File: config.mk
export PLATFORM = sky130hd
export DESIGN_NAME = vec_unit
export DESIGN_NICKNAME = d
export VERILOG_FILES = /design/src/common/vec_pkg.sv /design/src/common/lane_issue_if.sv /design/src/vec_unit.sv /design/src/vec_collector.sv /design/src/dispatcher/vec_dispatcher.sv /design/src/lane/vec_lane.sv
export SDC_FILE = /design/constraint.sdc
export NUM_CORES = 2
export LEC_CHECK = 0
export ABC_AREA = 0
export BUFFER_PORTS_ARGS = -buffer_cell sky130_fd_sc_hd__buf_2
export CORE_MARGIN = 1
export CORE_UTILIZATION = 45
export CTS_CLUSTER_SIZE = 10
export DETAILED_ROUTE_END_ITERATION = 8
export PLACE_DENSITY = 0.7
export RECOVER_POWER = 100
export SLEW_MARGIN = 20
export SYNTH_ARGS = -nofsm -noshare
export SYNTH_HDL_FRONTEND = slang
export SYNTH_SLANG_ARGS = --single-unit
File: constraint.sdc
create_clock -name clk_i -period 12.3 [get_ports clk_i]
set_input_delay 0.615 -clock clk_i [delete_from_list [all_inputs] [get_ports clk_i]]
set_output_delay 0.615 -clock clk_i [all_outputs]
set_load 0.1 [all_outputs]
File: src/common/vec_pkg.sv
// Sizes are fixed here, and the RTL is only built for four lanes of two elements each
// All element arithmetic wraps modulo 2**ElemWidth

package vec_pkg;

  //////////////////////////////
  // Sizes
  //////////////////////////////

  localparam int unsigned NrLanes      = 4;
  localparam int unsigned ElemsPerLane = 2;
  localparam int unsigned VecLen       = NrLanes * ElemsPerLane;
  localparam int unsigned NrVRegs      = 4;
  localparam int unsigned ElemWidth    = 16;

  //////////////////////////////
  // Types
  //////////////////////////////

  typedef logic [ElemWidth-1:0]         elem_t;
  typedef logic [$clog2(NrVRegs)-1:0]   vreg_idx_t;
  // Element i sits in lane i mod NrLanes, slot i div NrLanes
  typedef logic [$clog2(VecLen)-1:0]    elem_idx_t;
  typedef logic [$clog2(NrLanes)-1:0]   lane_id_t;
  typedef logic [2:0]                   opcode_t;

  //////////////////////////////
  // Opcodes
  //////////////////////////////

  localparam opcode_t OpFillIdx = 3'd0;
  localparam opcode_t OpAdd     = 3'd1;
  localparam opcode_t OpSub     = 3'd2;
  localparam opcode_t OpAnd     = 3'd3;
  localparam opcode_t OpXor     = 3'd4;
  localparam opcode_t OpRedSum  = 3'd5;
  localparam opcode_t OpExtract = 3'd6;
  // Code 7 is a no-op with a zero result

  // Dispatcher FSM
  typedef enum logic [1:0] {
    disp_idle,
    disp_issue,
    disp_wait_result,
    disp_respond
  } disp_state_e;

endpackage : vec_pkg
File: src/common/lane_issue_if.sv
// Broadcast of one instruction to all lanes and the collector
// The valid strobe lasts one cycle and has no ready
// Every receiver must take it

`timescale 1ns/1ps

interface lane_issue_if;

  logic               valid;
  vec_pkg::opcode_t   op;
  vec_pkg::vreg_idx_t vd;
  vec_pkg::vreg_idx_t vs1;
  vec_pkg::vreg_idx_t vs2;
  vec_pkg::elem_t     scalar;

  modport dispatcher (
    output valid, op, vd, vs1, vs2, scalar
  );

  modport lane (
    input valid, op, vd, vs1, vs2, scalar
  );

  // Operands reach the collector from the lanes
  modport collector (
    input valid, op, scalar
  );

endinterface : lane_issue_if

File: src/vec_unit.sv
// Vector unit top level, one instruction in flight at a time
// The response is valid exactly 3 cycles after the request is accepted

`timescale 1ns/1ps

module vec_unit (
  input  logic               clk_i,
  input  logic               reset_i,
  // Host request
  input  logic               acc_req_valid_i,
  output logic               acc_req_ready_o,
  input  vec_pkg::opcode_t   acc_req_op_i,
  input  vec_pkg::vreg_idx_t acc_req_vd_i,
  input  vec_pkg::vreg_idx_t acc_req_vs1_i,
  input  vec_pkg::vreg_idx_t acc_req_vs2_i,
  input  vec_pkg::elem_t     acc_req_scalar_i,
  // Host response
  output logic               acc_resp_valid_o,
  input  logic               acc_resp_ready_i,
  output vec_pkg::elem_t     acc_resp_result_o
);

  import vec_pkg::*;

  lane_issue_if issue_bus ();

  // Lane read-out towards the collector
  logic  [NrLanes-1:0]                   rd_valid;
  elem_t [NrLanes-1:0][ElemsPerLane-1:0] rd_elems;

  // Collector result back to the dispatcher
  logic  result_valid;
  elem_t result;

  //////////////////////////////
  // Dispatcher
  //////////////////////////////

  vec_dispatcher i_dispatcher (
    .clk_i             (clk_i            ),
    .reset_i           (reset_i          ),
    .acc_req_valid_i   (acc_req_valid_i  ),
    .acc_req_ready_o   (acc_req_ready_o  ),
    .acc_req_op_i      (acc_req_op_i     ),
    .acc_req_vd_i      (acc_req_vd_i     ),
    .acc_req_vs1_i     (acc_req_vs1_i    ),
    .acc_req_vs2_i     (acc_req_vs2_i    ),
    .acc_req_scalar_i  (acc_req_scalar_i ),
    .acc_resp_valid_o  (acc_resp_valid_o ),
    .acc_resp_ready_i  (acc_resp_ready_i ),
    .acc_resp_result_o (acc_resp_result_o),
    .issue             (issue_bus        ),
    .result_valid_i    (result_valid     ),
    .result_i          (result           )
  );

  //////////////////////////////
  // Lanes
  //////////////////////////////

  for (genvar g = 0; g < NrLanes; g++) begin : gen_lanes
    vec_lane #(
      .LaneId(lane_id_t'(g))
    ) i_lane (
      .clk_i     (clk_i      ),
      .reset_i   (reset_i    ),
      .issue     (issue_bus  ),
      .rd_valid_o(rd_valid[g]),
      .rd_elems_o(rd_elems[g])
    );
  end : gen_lanes

  //////////////////////////////
  // Collector
  //////////////////////////////

  vec_collector i_collector (
    .clk_i         (clk_i       ),
    .reset_i       (reset_i     ),
    .issue         (issue_bus   ),
    .rd_valid_i    (rd_valid    ),
    .rd_elems_i    (rd_elems    ),
    .result_valid_o(result_valid),
    .result_o      (result      )
  );

endmodule : vec_unit

File: src/vec_collector.sv
// Builds the scalar result from the lane read-out one cycle after the lanes
// Sum reduction wraps modulo 2**ElemWidth

`timescale 1ns/1ps

module vec_collector (
  input  logic                                                           clk_i,
  input  logic                                                           reset_i,
  lane_issue_if.collector                                                issue,
  input  logic [vec_pkg::NrLanes-1:0]                                    rd_valid_i,
  input  vec_pkg::elem_t [vec_pkg::NrLanes-1:0][vec_pkg::ElemsPerLane-1:0] rd_elems_i,
  output logic                                                           result_valid_o,
  output vec_pkg::elem_t                                                 result_o
);

  import vec_pkg::*;

  opcode_t   op_q;
  elem_idx_t idx_q;

  lane_id_t                        sel_lane;
  logic [$clog2(ElemsPerLane)-1:0] sel_slot;
  logic                            lanes_valid;
  elem_t                           result_d;

  // Lanes all answer in the same cycle
  assign lanes_valid = &rd_valid_i;

  // Extract index split into lane and slot
  assign sel_lane = idx_q[$bits(lane_id_t)-1:0];
  assign sel_slot = idx_q[$bits(elem_idx_t)-1:$bits(lane_id_t)];

  always_ff @(posedge clk_i) begin
    if (issue.valid) begin
      op_q  <= issue.op;
      idx_q <= elem_idx_t'(issue.scalar);
    end
  end

  always_comb begin
    elem_t sum;
    sum = '0;
    for (int l = 0; l < NrLanes; l++) begin
      for (int s = 0; s < ElemsPerLane; s++) begin
        sum = sum + rd_elems_i[l][s];
      end
    end
    case (op_q)
      OpRedSum:  result_d = sum;
      OpExtract: result_d = rd_elems_i[sel_lane][sel_slot];
      default:   result_d = '0;
    endcase
  end

  always_ff @(posedge clk_i) begin
    if (reset_i) begin
      result_valid_o <= 1'b0;
    end else begin
      result_valid_o <= lanes_valid;
    end
  end

  always_ff @(posedge clk_i) begin
    if (lanes_valid) begin
      result_o <= result_d;
    end
  end

endmodule : vec_collector

File: src/dispatcher/vec_dispatcher.sv
// Host handshake and instruction broadcast
// Opcodes pass through undecoded
// A new request is only taken once the previous response has been consumed

`timescale 1ns/1ps

module vec_dispatcher (
  input  logic               clk_i,
  input  logic               reset_i,
  // Host request
  input  logic               acc_req_valid_i,
  output logic               acc_req_ready_o,
  input  vec_pkg::opcode_t   acc_req_op_i,
  input  vec_pkg::vreg_idx_t acc_req_vd_i,
  input  vec_pkg::vreg_idx_t acc_req_vs1_i,
  input  vec_pkg::vreg_idx_t acc_req_vs2_i,
  input  vec_pkg::elem_t     acc_req_scalar_i,
  // Host response
  output logic               acc_resp_valid_o,
  input  logic               acc_resp_ready_i,
  output vec_pkg::elem_t     acc_resp_result_o,
  // Broadcast to lanes and collector
  lane_issue_if.dispatcher   issue,
  // Scalar result from the collector
  input  logic               result_valid_i,
  input  vec_pkg::elem_t     result_i
);

  import vec_pkg::*;

  disp_state_e state_q;
  disp_state_e state_d;

  // Captured instruction
  opcode_t   op_q;
  vreg_idx_t vd_q;
  vreg_idx_t vs1_q;
  vreg_idx_t vs2_q;
  elem_t     scalar_q;

  elem_t     result_q;
  logic      req_fire;

  assign acc_req_ready_o = (state_q == disp_idle);
  assign req_fire        = acc_req_valid_i && acc_req_ready_o;

  //////////////////////////////
  // FSM
  //////////////////////////////

  always_comb begin
    state_d = state_q;
    case (state_q)
      disp_idle:        if (req_fire) state_d = disp_issue;
      disp_issue:       state_d = disp_wait_result;
      disp_wait_result: if (result_valid_i) state_d = disp_respond;
      disp_respond:     if (acc_resp_ready_i) state_d = disp_idle;
      default:          state_d = disp_idle;
    endcase
  end

  always_ff @(posedge clk_i) begin
    if (reset_i) begin
      state_q <= disp_idle;
    end else begin
      state_q <= state_d;
    end
  end

  // Captured request and collector result
  always_ff @(posedge clk_i) begin
    if (req_fire) begin
      op_q     <= acc_req_op_i;
      vd_q     <= acc_req_vd_i;
      vs1_q    <= acc_req_vs1_i;
      vs2_q    <= acc_req_vs2_i;
      scalar_q <= acc_req_scalar_i;
    end
    if (state_q == disp_wait_result && result_valid_i) begin
      result_q <= result_i;
    end
  end

  //////////////////////////////
  // Outputs
  //////////////////////////////

  // One-cycle strobe in the cycle after acceptance
  assign issue.valid  = (state_q == disp_issue);
  assign issue.op     = op_q;
  assign issue.vd     = vd_q;
  assign issue.vs1    = vs1_q;
  assign issue.vs2    = vs2_q;
  assign issue.scalar = scalar_q;

  // Held steady until the host takes it
  assign acc_resp_valid_o  = (state_q == disp_respond);
  assign acc_resp_result_o = result_q;

endmodule : vec_dispatcher

File: src/lane/vec_lane.sv
// One lane with its slice of every vector register and an element-wise ALU
// Registers are read before they are written on the same edge

`timescale 1ns/1ps

module vec_lane #(
  parameter vec_pkg::lane_id_t LaneId = '0
) (
  input  logic                                           clk_i,
  input  logic                                           reset_i,
  lane_issue_if.lane                                     issue,
  output logic                                           rd_valid_o,
  output vec_pkg::elem_t [vec_pkg::ElemsPerLane-1:0]     rd_elems_o
);

  import vec_pkg::*;

  // Register slice, slot s holds global element s*NrLanes + LaneId
  elem_t [ElemsPerLane-1:0] vrf_q [NrVRegs];
  elem_t [ElemsPerLane-1:0] wdata;
  logic                     vrf_we;

  // Only fill and the element-wise codes write back
  assign vrf_we = issue.valid &&
                  (issue.op inside {OpFillIdx, OpAdd, OpSub, OpAnd, OpXor});

  //////////////////////////////
  // ALU
  //////////////////////////////

  always_comb begin
    elem_t     op_a;
    elem_t     op_b;
    elem_idx_t gidx;
    wdata = '0;
    for (int s = 0; s < ElemsPerLane; s++) begin
      op_a = vrf_q[issue.vs1][s];
      op_b = vrf_q[issue.vs2][s];
      gidx = elem_idx_t'(s * NrLanes + int'(LaneId));
      case (issue.op)
        OpFillIdx: wdata[s] = issue.scalar + elem_t'(gidx);
        OpAdd:     wdata[s] = op_a + op_b;
        OpSub:     wdata[s] = op_a - op_b;
        OpAnd:     wdata[s] = op_a & op_b;
        OpXor:     wdata[s] = op_a ^ op_b;
        default:   wdata[s] = '0;
      endcase
    end
  end

  //////////////////////////////
  // Register file
  //////////////////////////////

  always_ff @(posedge clk_i) begin
    if (reset_i) begin
      for (int r = 0; r < NrVRegs; r++) begin
        vrf_q[r] <= '0;
      end
      rd_valid_o <= 1'b0;
    end else begin
      rd_valid_o <= issue.valid;
      if (vrf_we) begin
        vrf_q[issue.vd] <= wdata;
      end
    end
  end

  // Old vs1 contents go to the collector
  always_ff @(posedge clk_i) begin
    if (issue.valid) begin
      rd_elems_o <= vrf_q[issue.vs1];
    end
  end

endmodule : vec_lane

[After elaboration in Yosys (flattened, before gate mapping)]
Memory sizes are Yosys's and may differ from the RTL's. A register that Yosys moved wholly into a read port is not among the register bits.
Index checks and enable logic that the tools add are counted.
Storage, ports and cells
  bits in latches: 0
  flip-flop bits (word level): 195
  memory bits (writable): 512
  bits of input ports: 29
  word-level logic and storage cells: 137
  memory bits (read-only): 0
  memories: 4
Memory list
  gen_lanes[0].i_lane.vrf_q: words 4, width 32, read ports 2, clocked after memory_dff 2, wr ports 4, RTL line vec_lane.sv:19  | elem_t [ElemsPerLane-1:0] vrf_q [NrVRegs];
  gen_lanes[1].i_lane.vrf_q: words 4, width 32, read ports 2, clocked after memory_dff 2, wr ports 4, RTL line vec_lane.sv:19
  gen_lanes[2].i_lane.vrf_q: words 4, width 32, read ports 2, clocked after memory_dff 2, wr ports 4, RTL line vec_lane.sv:19
  gen_lanes[3].i_lane.vrf_q: words 4, width 32, read ports 2, clocked after memory_dff 2, wr ports 4, RTL line vec_lane.sv:19
Operators by class
  order comparisons: 2
  shift-type cells: 0
  multiply operators: 0
  bitwise operators: 16
  divide/modulo/power cells: 0
  $add $sub $neg: 30
  reductions and logical operators: 11
  equal/unequal tests: 12
  multiplexer cells: 42
Operators by type and width (count)
  16-bit case mux with 5 select lines: 8
  16-bit adder: 15
  32-bit two-way mux: 5
  16-bit bitwise AND: 8
  32-bit OR reduction: 4
  16-bit subtractor: 8
  16-bit bitwise XOR: 8
  16-bit by 3-bit adder with 16-bit output (second input constant): 4
  32-bit binary-select mux with 2-bit select: 1
  16-bit by 2-bit adder with 16-bit output (second input constant): 2
  16-bit two-way mux: 2
  16-bit case mux with 2 select lines: 1
  2-bit two-way mux: 15
  16-bit by 1-bit adder with 16-bit output (second input constant): 1
  3-bit equality test (second input constant): 3
  1-bit two-way mux: 9
  2-bit case mux with 4 select lines: 1
  3-bit by 2-bit equality test with 1-bit output (second input constant): 2
  5-bit nonzero test: 1
  2-bit equality test (second input constant): 2
  2-bit by 1-bit inequality test with 1-bit output (second input constant): 2
  3-bit by 1-bit equality test with 1-bit output (second input constant): 1
  1-bit logical AND: 3
  3-bit logical NOT: 1
  6 further kinds: 6

[Logic depth before layout (Yosys ltp)]
  word-level depth: 8
  gate-level depth with buffers: 21
  depth with buffers taken out: 19

[By module]
A second synthesis with hierarchy kept.
Second synthesis, totals
  cells, all modules: 4376
  area, all modules: 50399.6 sq um
Modules (own cells, without submodules)
  vec_lane (gen_lanes[3].i_lane): instances 1, sequential area each 4824.6 sq um, area an instance 11207.0 sq um, cells each 965
  vec_lane (gen_lanes[0].i_lane): instances 1, sequential area each 4824.6 sq um, area an instance 11130.7 sq um, cells each 991
  vec_lane (gen_lanes[2].i_lane): instances 1, sequential area each 4824.6 sq um, area an instance 10921.7 sq um, cells each 954
  vec_lane (gen_lanes[1].i_lane): instances 1, sequential area each 4824.6 sq um, area an instance 10699.0 sq um, cells each 918
  vec_collector: instances 1, sequential area each 680.7 sq um, area an instance 5023.6 sq um, cells each 486
  vec_dispatcher: instances 1, sequential area each 1271.2 sq um, area an instance 1417.6 sq um, cells each 62

[Worst setup path after synthesis]
No wires, ideal clock.
  path type: register to register
  start: reg i_dispatcher.state_q[1]
  end: mem gen_lanes[0].i_lane.vrf_q[0][0] in the netlist's numbering (enable)
  slack: 4.073 ns
  data arrival time: 7.717 ns
  data required time: 11.790 ns
  stages on the path, launching flop included: 9
  buffers on the path: 1
  cells stage by stage: dfxtp_1 inv_1 ha_1 nand2b_1 inv_1 nand2_1 or3_1 clkbuf_1 nand2b_1
RTL lines
  from (decl): RTL line vec_dispatcher.sv:31  | disp_state_e state_q;
  from (signal assigned): RTL line vec_dispatcher.sv:64  | state_q <= disp_idle;
  from (signal assigned): RTL line vec_dispatcher.sv:66  | state_q <= state_d;
  to (decl): RTL line vec_lane.sv:19

==> impl_metrics.py <==
metrics = {
    "outcome": {
        "status": "complete, but fails checks",
        "violations": "design-rule violations, max-capacitance violations, max-slew violations",
    },
    "cells_and_area": {
        "nNetsFinal": 4458,
        "area_growth_pct": 8.25,
        "drive_gt1_share_pct": 12.6,
    },
    "timing": {
        "relSlewSlack_pct": -184,
        "maxSlewViolCount": 870,
        "period_minus_slack_ns": 9.12,
        "worst_slew_pin_slew_ns": 4.27,
        "rsz0062_at_grt": "false",
        "setup_violations": 0,
        "final-hold-violation-count": 0,
        "post-route-period-util_pct": 74.1,
        "setup_tns_ns": 0,
        "fmax_mhz": 110,
        "finalWorstSetupSlack_ns": 3.18,
        "skew_ns": 0.0265,
    },
    "clock_network": {
        "cts.sinks": 711,
        "cts_root_buf": "clkbuf_16",
        "postCtsHoldBufs": 0,
        "insertion_delay_ns": 0.66,
        "cts_buffers": 85,
        "cts_setup_buffers": 0,
        "cts.clk_slew.worst_paths_ns": 0.06,
        "cts_tree": "built",
        "clock_path_buffers": 3,
        "cts.repair.resized": 0,
        "cts.htree.levels": 3,
    },
    "logic_synthesis": {
        "synth_ff_type": "edfxtp_1",
        "yosys.area.top_type": "edfxtp_1",
        "syn_nets": 4483,
        "synth.top_cell.area_share_pct": 44.0,
        "synth_area_leaders": "edfxtp_1 44%, mux4_2 14%, ha_1 7.4%",
        "yosys_warnings": 0,
        "syn-mean-instance-area_um2": 11.8,
        "postSynth.asyncResetShare_pct": 0,
        "synth_edf_count": 703,
        "syn_inst": 4074,
        "synthDistinctLibCells": 86,
        "ys_ff_latch": 711,
        "seq_area_frac_synth_pct": 44.4,
        "synth_area_um2": 47900,
    },
    "setup_path": {
        "slowest_delay_ns": 1.87,
        "r2r-start": "i_dispatcher.issue.op[0]$_DFFE_PP_",
        "end_kind": "flop",
        "reg2reg_slack_ns": 3.18,
        "reg2reg_to": "gen_lanes[1].i_lane.vrf_q[0][1]$_SDFFCE_PN0P_",
        "cp_max_fo": 56,
        "worstPathArrival_ns": 9.38,
        "required_ns": 12.56,
        "crit_slowest_cell": "nand2_1",
        "crit_chain": "or2_2 > clkbuf_1 > nand2_1 > nand2_1 > buf_4 > or3_1 > nand2b_4 > buf_4 > buf_4",
        "cp-start-kind": "flop",
        "crit_type": "reg2reg",
        "ff2ff_path_depth": 9,
        "cpMostUsedCell": "buf_4",
    },
    "routing": {
        "drc": 44,
        "drtPass1Iterations": 8,
        "drt-initial-drc-count": 5116,
        "num_vias": 35700,
        "ant_nets": 0,
        "wl_mm": 157,
        "vias_per_cell": 6.52,
        "post_drt_wl_per_cell_um": 28.7,
    },
    "grt": {
        "grt_usage_pct": 29.1,
        "grt_pass1_vias": 35100,
        "grt_pass1_wl_mm": 231,
        "globalRoute.totalOverflow": 0,
        "antenna_found_initial": 9,
        "grt_max_degree": 90,
    },
    "floorplan": {
        "die_w_um": 328,
        "core_area_um2": 105000,
        "placementRows": 119,
        "start_util_pct": 45.5,
        "io_pins": 47,
        "die_h_um": 328,
        "die-area_um2": 108000,
    },
    "flow_run": {
        "drv_cap": 22,
    },
    "min_path": {
        "holdPathStages": 1,
        "min_to": "i_dispatcher.issue.scalar[13]$_DFFE_PP_",
        "hold_class": "in2reg",
        "hold_start": "acc_req_scalar_i[13]",
    },
    "placed_design": {
        "pre_cts_ws_ns": 6.18,
        "gp_congestion": 0.974,
        "dpl.hpwl_mm": 103,
        "portBuffers": 46,
    },
}
critical path, delay by kind of cell (launching register included):
kind,cells,cell delay [ns]
buffers and inverters,4,3.55
AND/OR/NAND/NOR,5,4.43
flip-flops,1,0.55
synth_stat cells (33+ instances only):
cell type,n
nand2b_1,35
a22oi_1,71
mux4_2,288
a21oi_1,190
nor2b_1,36
o21ai_0,183
inv_1,251
a222oi_1,33
nand2_1,143
clkbuf_1,161
buf_1,46
edfxtp_1,703
nor3_1,64
nor2_1,703
xnor2_1,216
ha_1,285
fa_1,95
xor2_1,101
area by class of cell:
type | instances | area [um^2]
Multi-Input combinational cell | 2883 | 24800
Fill cell | 9273 | 53500
Antenna cell | 2 | 5.00
Sequential cell | 711 | 21300
Timing Repair Buffer | 116 | 682
Tap cell | 1391 | 1740
Clock buffer | 106 | 2300
Clock inverter | 13 | 110
Inverter | 252 | 946
per-stage QoR:
step                std cells  utilization [%]  cell area [um^2]  hold WS (ns)
floorplan                4074                -             47900         0.400
global placement         5353             47.1             49700         0.403
detailed placement       5353             47.1             49700         0.406
CTS                      5472             49.4             52100         0.110
global route             5472             49.2             51900         0.124
finish                   5474             49.2             51900         0.145
cells by family (layout without fill, tap and decap cells):
| kind of cell | after synthesis | in the layout | synth area share (%) |
|---|---|---|---|
| other cells | 0 | 2 | 0 |
| compound gates | 725 | 725 | 9.77 |
| xor+xnor | 318 | 318 | 5.84 |
| flops | 711 | 711 | 44.4 |
| mux | 321 | 321 | 14.2 |
| buf+inv | 480 | 487 | 3.92 |
| simple gates | 1139 | 1139 | 10.4 |
| fa+ha+maj | 380 | 380 | 11.4 |
cells in the final DEF (no fill, tap or decap), drive strengths merged, types with 31 or more instances in the layout:
| master | synthesis | layout |
|---|---|---|
| xor2 | 101 | 101 |
| xnor2 | 216 | 216 |
| edfxtp | 703 | 703 |
| o21ai | 184 | 184 |
| a222oi | 33 | 33 |
| a22oi | 71 | 71 |
| mux4 | 288 | 288 |
| a21oi | 193 | 193 |
| nor2 | 703 | 703 |
| nor2b | 36 | 36 |
| a31oi | 31 | 31 |
| buf | 67 | 75 |
| fa | 95 | 95 |
| inv | 251 | 251 |
| nor3 | 65 | 65 |
| clkbuf | 161 | 147 |
| nand2 | 143 | 143 |
| nand2b | 35 | 35 |
| ha | 285 | 285 |
sequential cells by signal, indices dropped and copies added, names as in the netlist, named ones only:
register	cells
gen_lanes.i_lane.vrf_q	512
i_dispatcher.issue.vs2	2
i_dispatcher.issue.op	3
i_collector.idx_q	3
i_collector.result_o	16
i_dispatcher.state_q	2
i_collector.op_q	3
i_collector.result_valid_o	1
i_dispatcher.acc_resp_result_o	16
i_dispatcher.issue.vd	2
i_dispatcher.issue.vs1	2
gen_lanes.i_lane.rd_elems_o	128
gen_lanes.i_lane.rd_valid_o	1
i_dispatcher.issue.scalar	16
worst max path at each step:
stage / from / to / slack, ns / cells after the start
after detailed placement: flop / gen_lanes[2].i_lane.vrf_q[0][14]$_SDFFCE_PN0P_ / 6.18 / 16
after CTS: flop / gen_lanes[2].i_lane.vrf_q[0][14]$_SDFFCE_PN0P_ / 6.14 / 16
after global routing: flop / gen_lanes[3].i_lane.vrf_q[2][8]$_SDFFCE_PN0P_ / 3.10 / 13
final: i_dispatcher.issue.op[0]$_DFFE_PP_ / gen_lanes[1].i_lane.vrf_q[0][1]$_SDFFCE_PN0P_ / 3.18 / 9
after global placement: flop / gen_lanes[2].i_lane.vrf_q[2][14]$_SDFFCE_PN0P_ / 6.33 / 14
after floorplan: i_dispatcher.state_q[1]$_SDFFE_PP0P_ / gen_lanes[0].i_lane.vrf_q[0][0]$_SDFFCE_PN0P_ / 4.07 / 8
layer usage:
layer	vias up	track usage, %	part of all wire (%)
met4	4	13.7	5.4
met5	-	0	0.023
li1	15100	-	-
met2	2461	44.3	44
met3	476	8.27	14
met1	17600	38.5	37
Power is left out: the tool's default activity adds up to more than one toggle a clock period on the data nets, which glitch-free logic cannot reach.
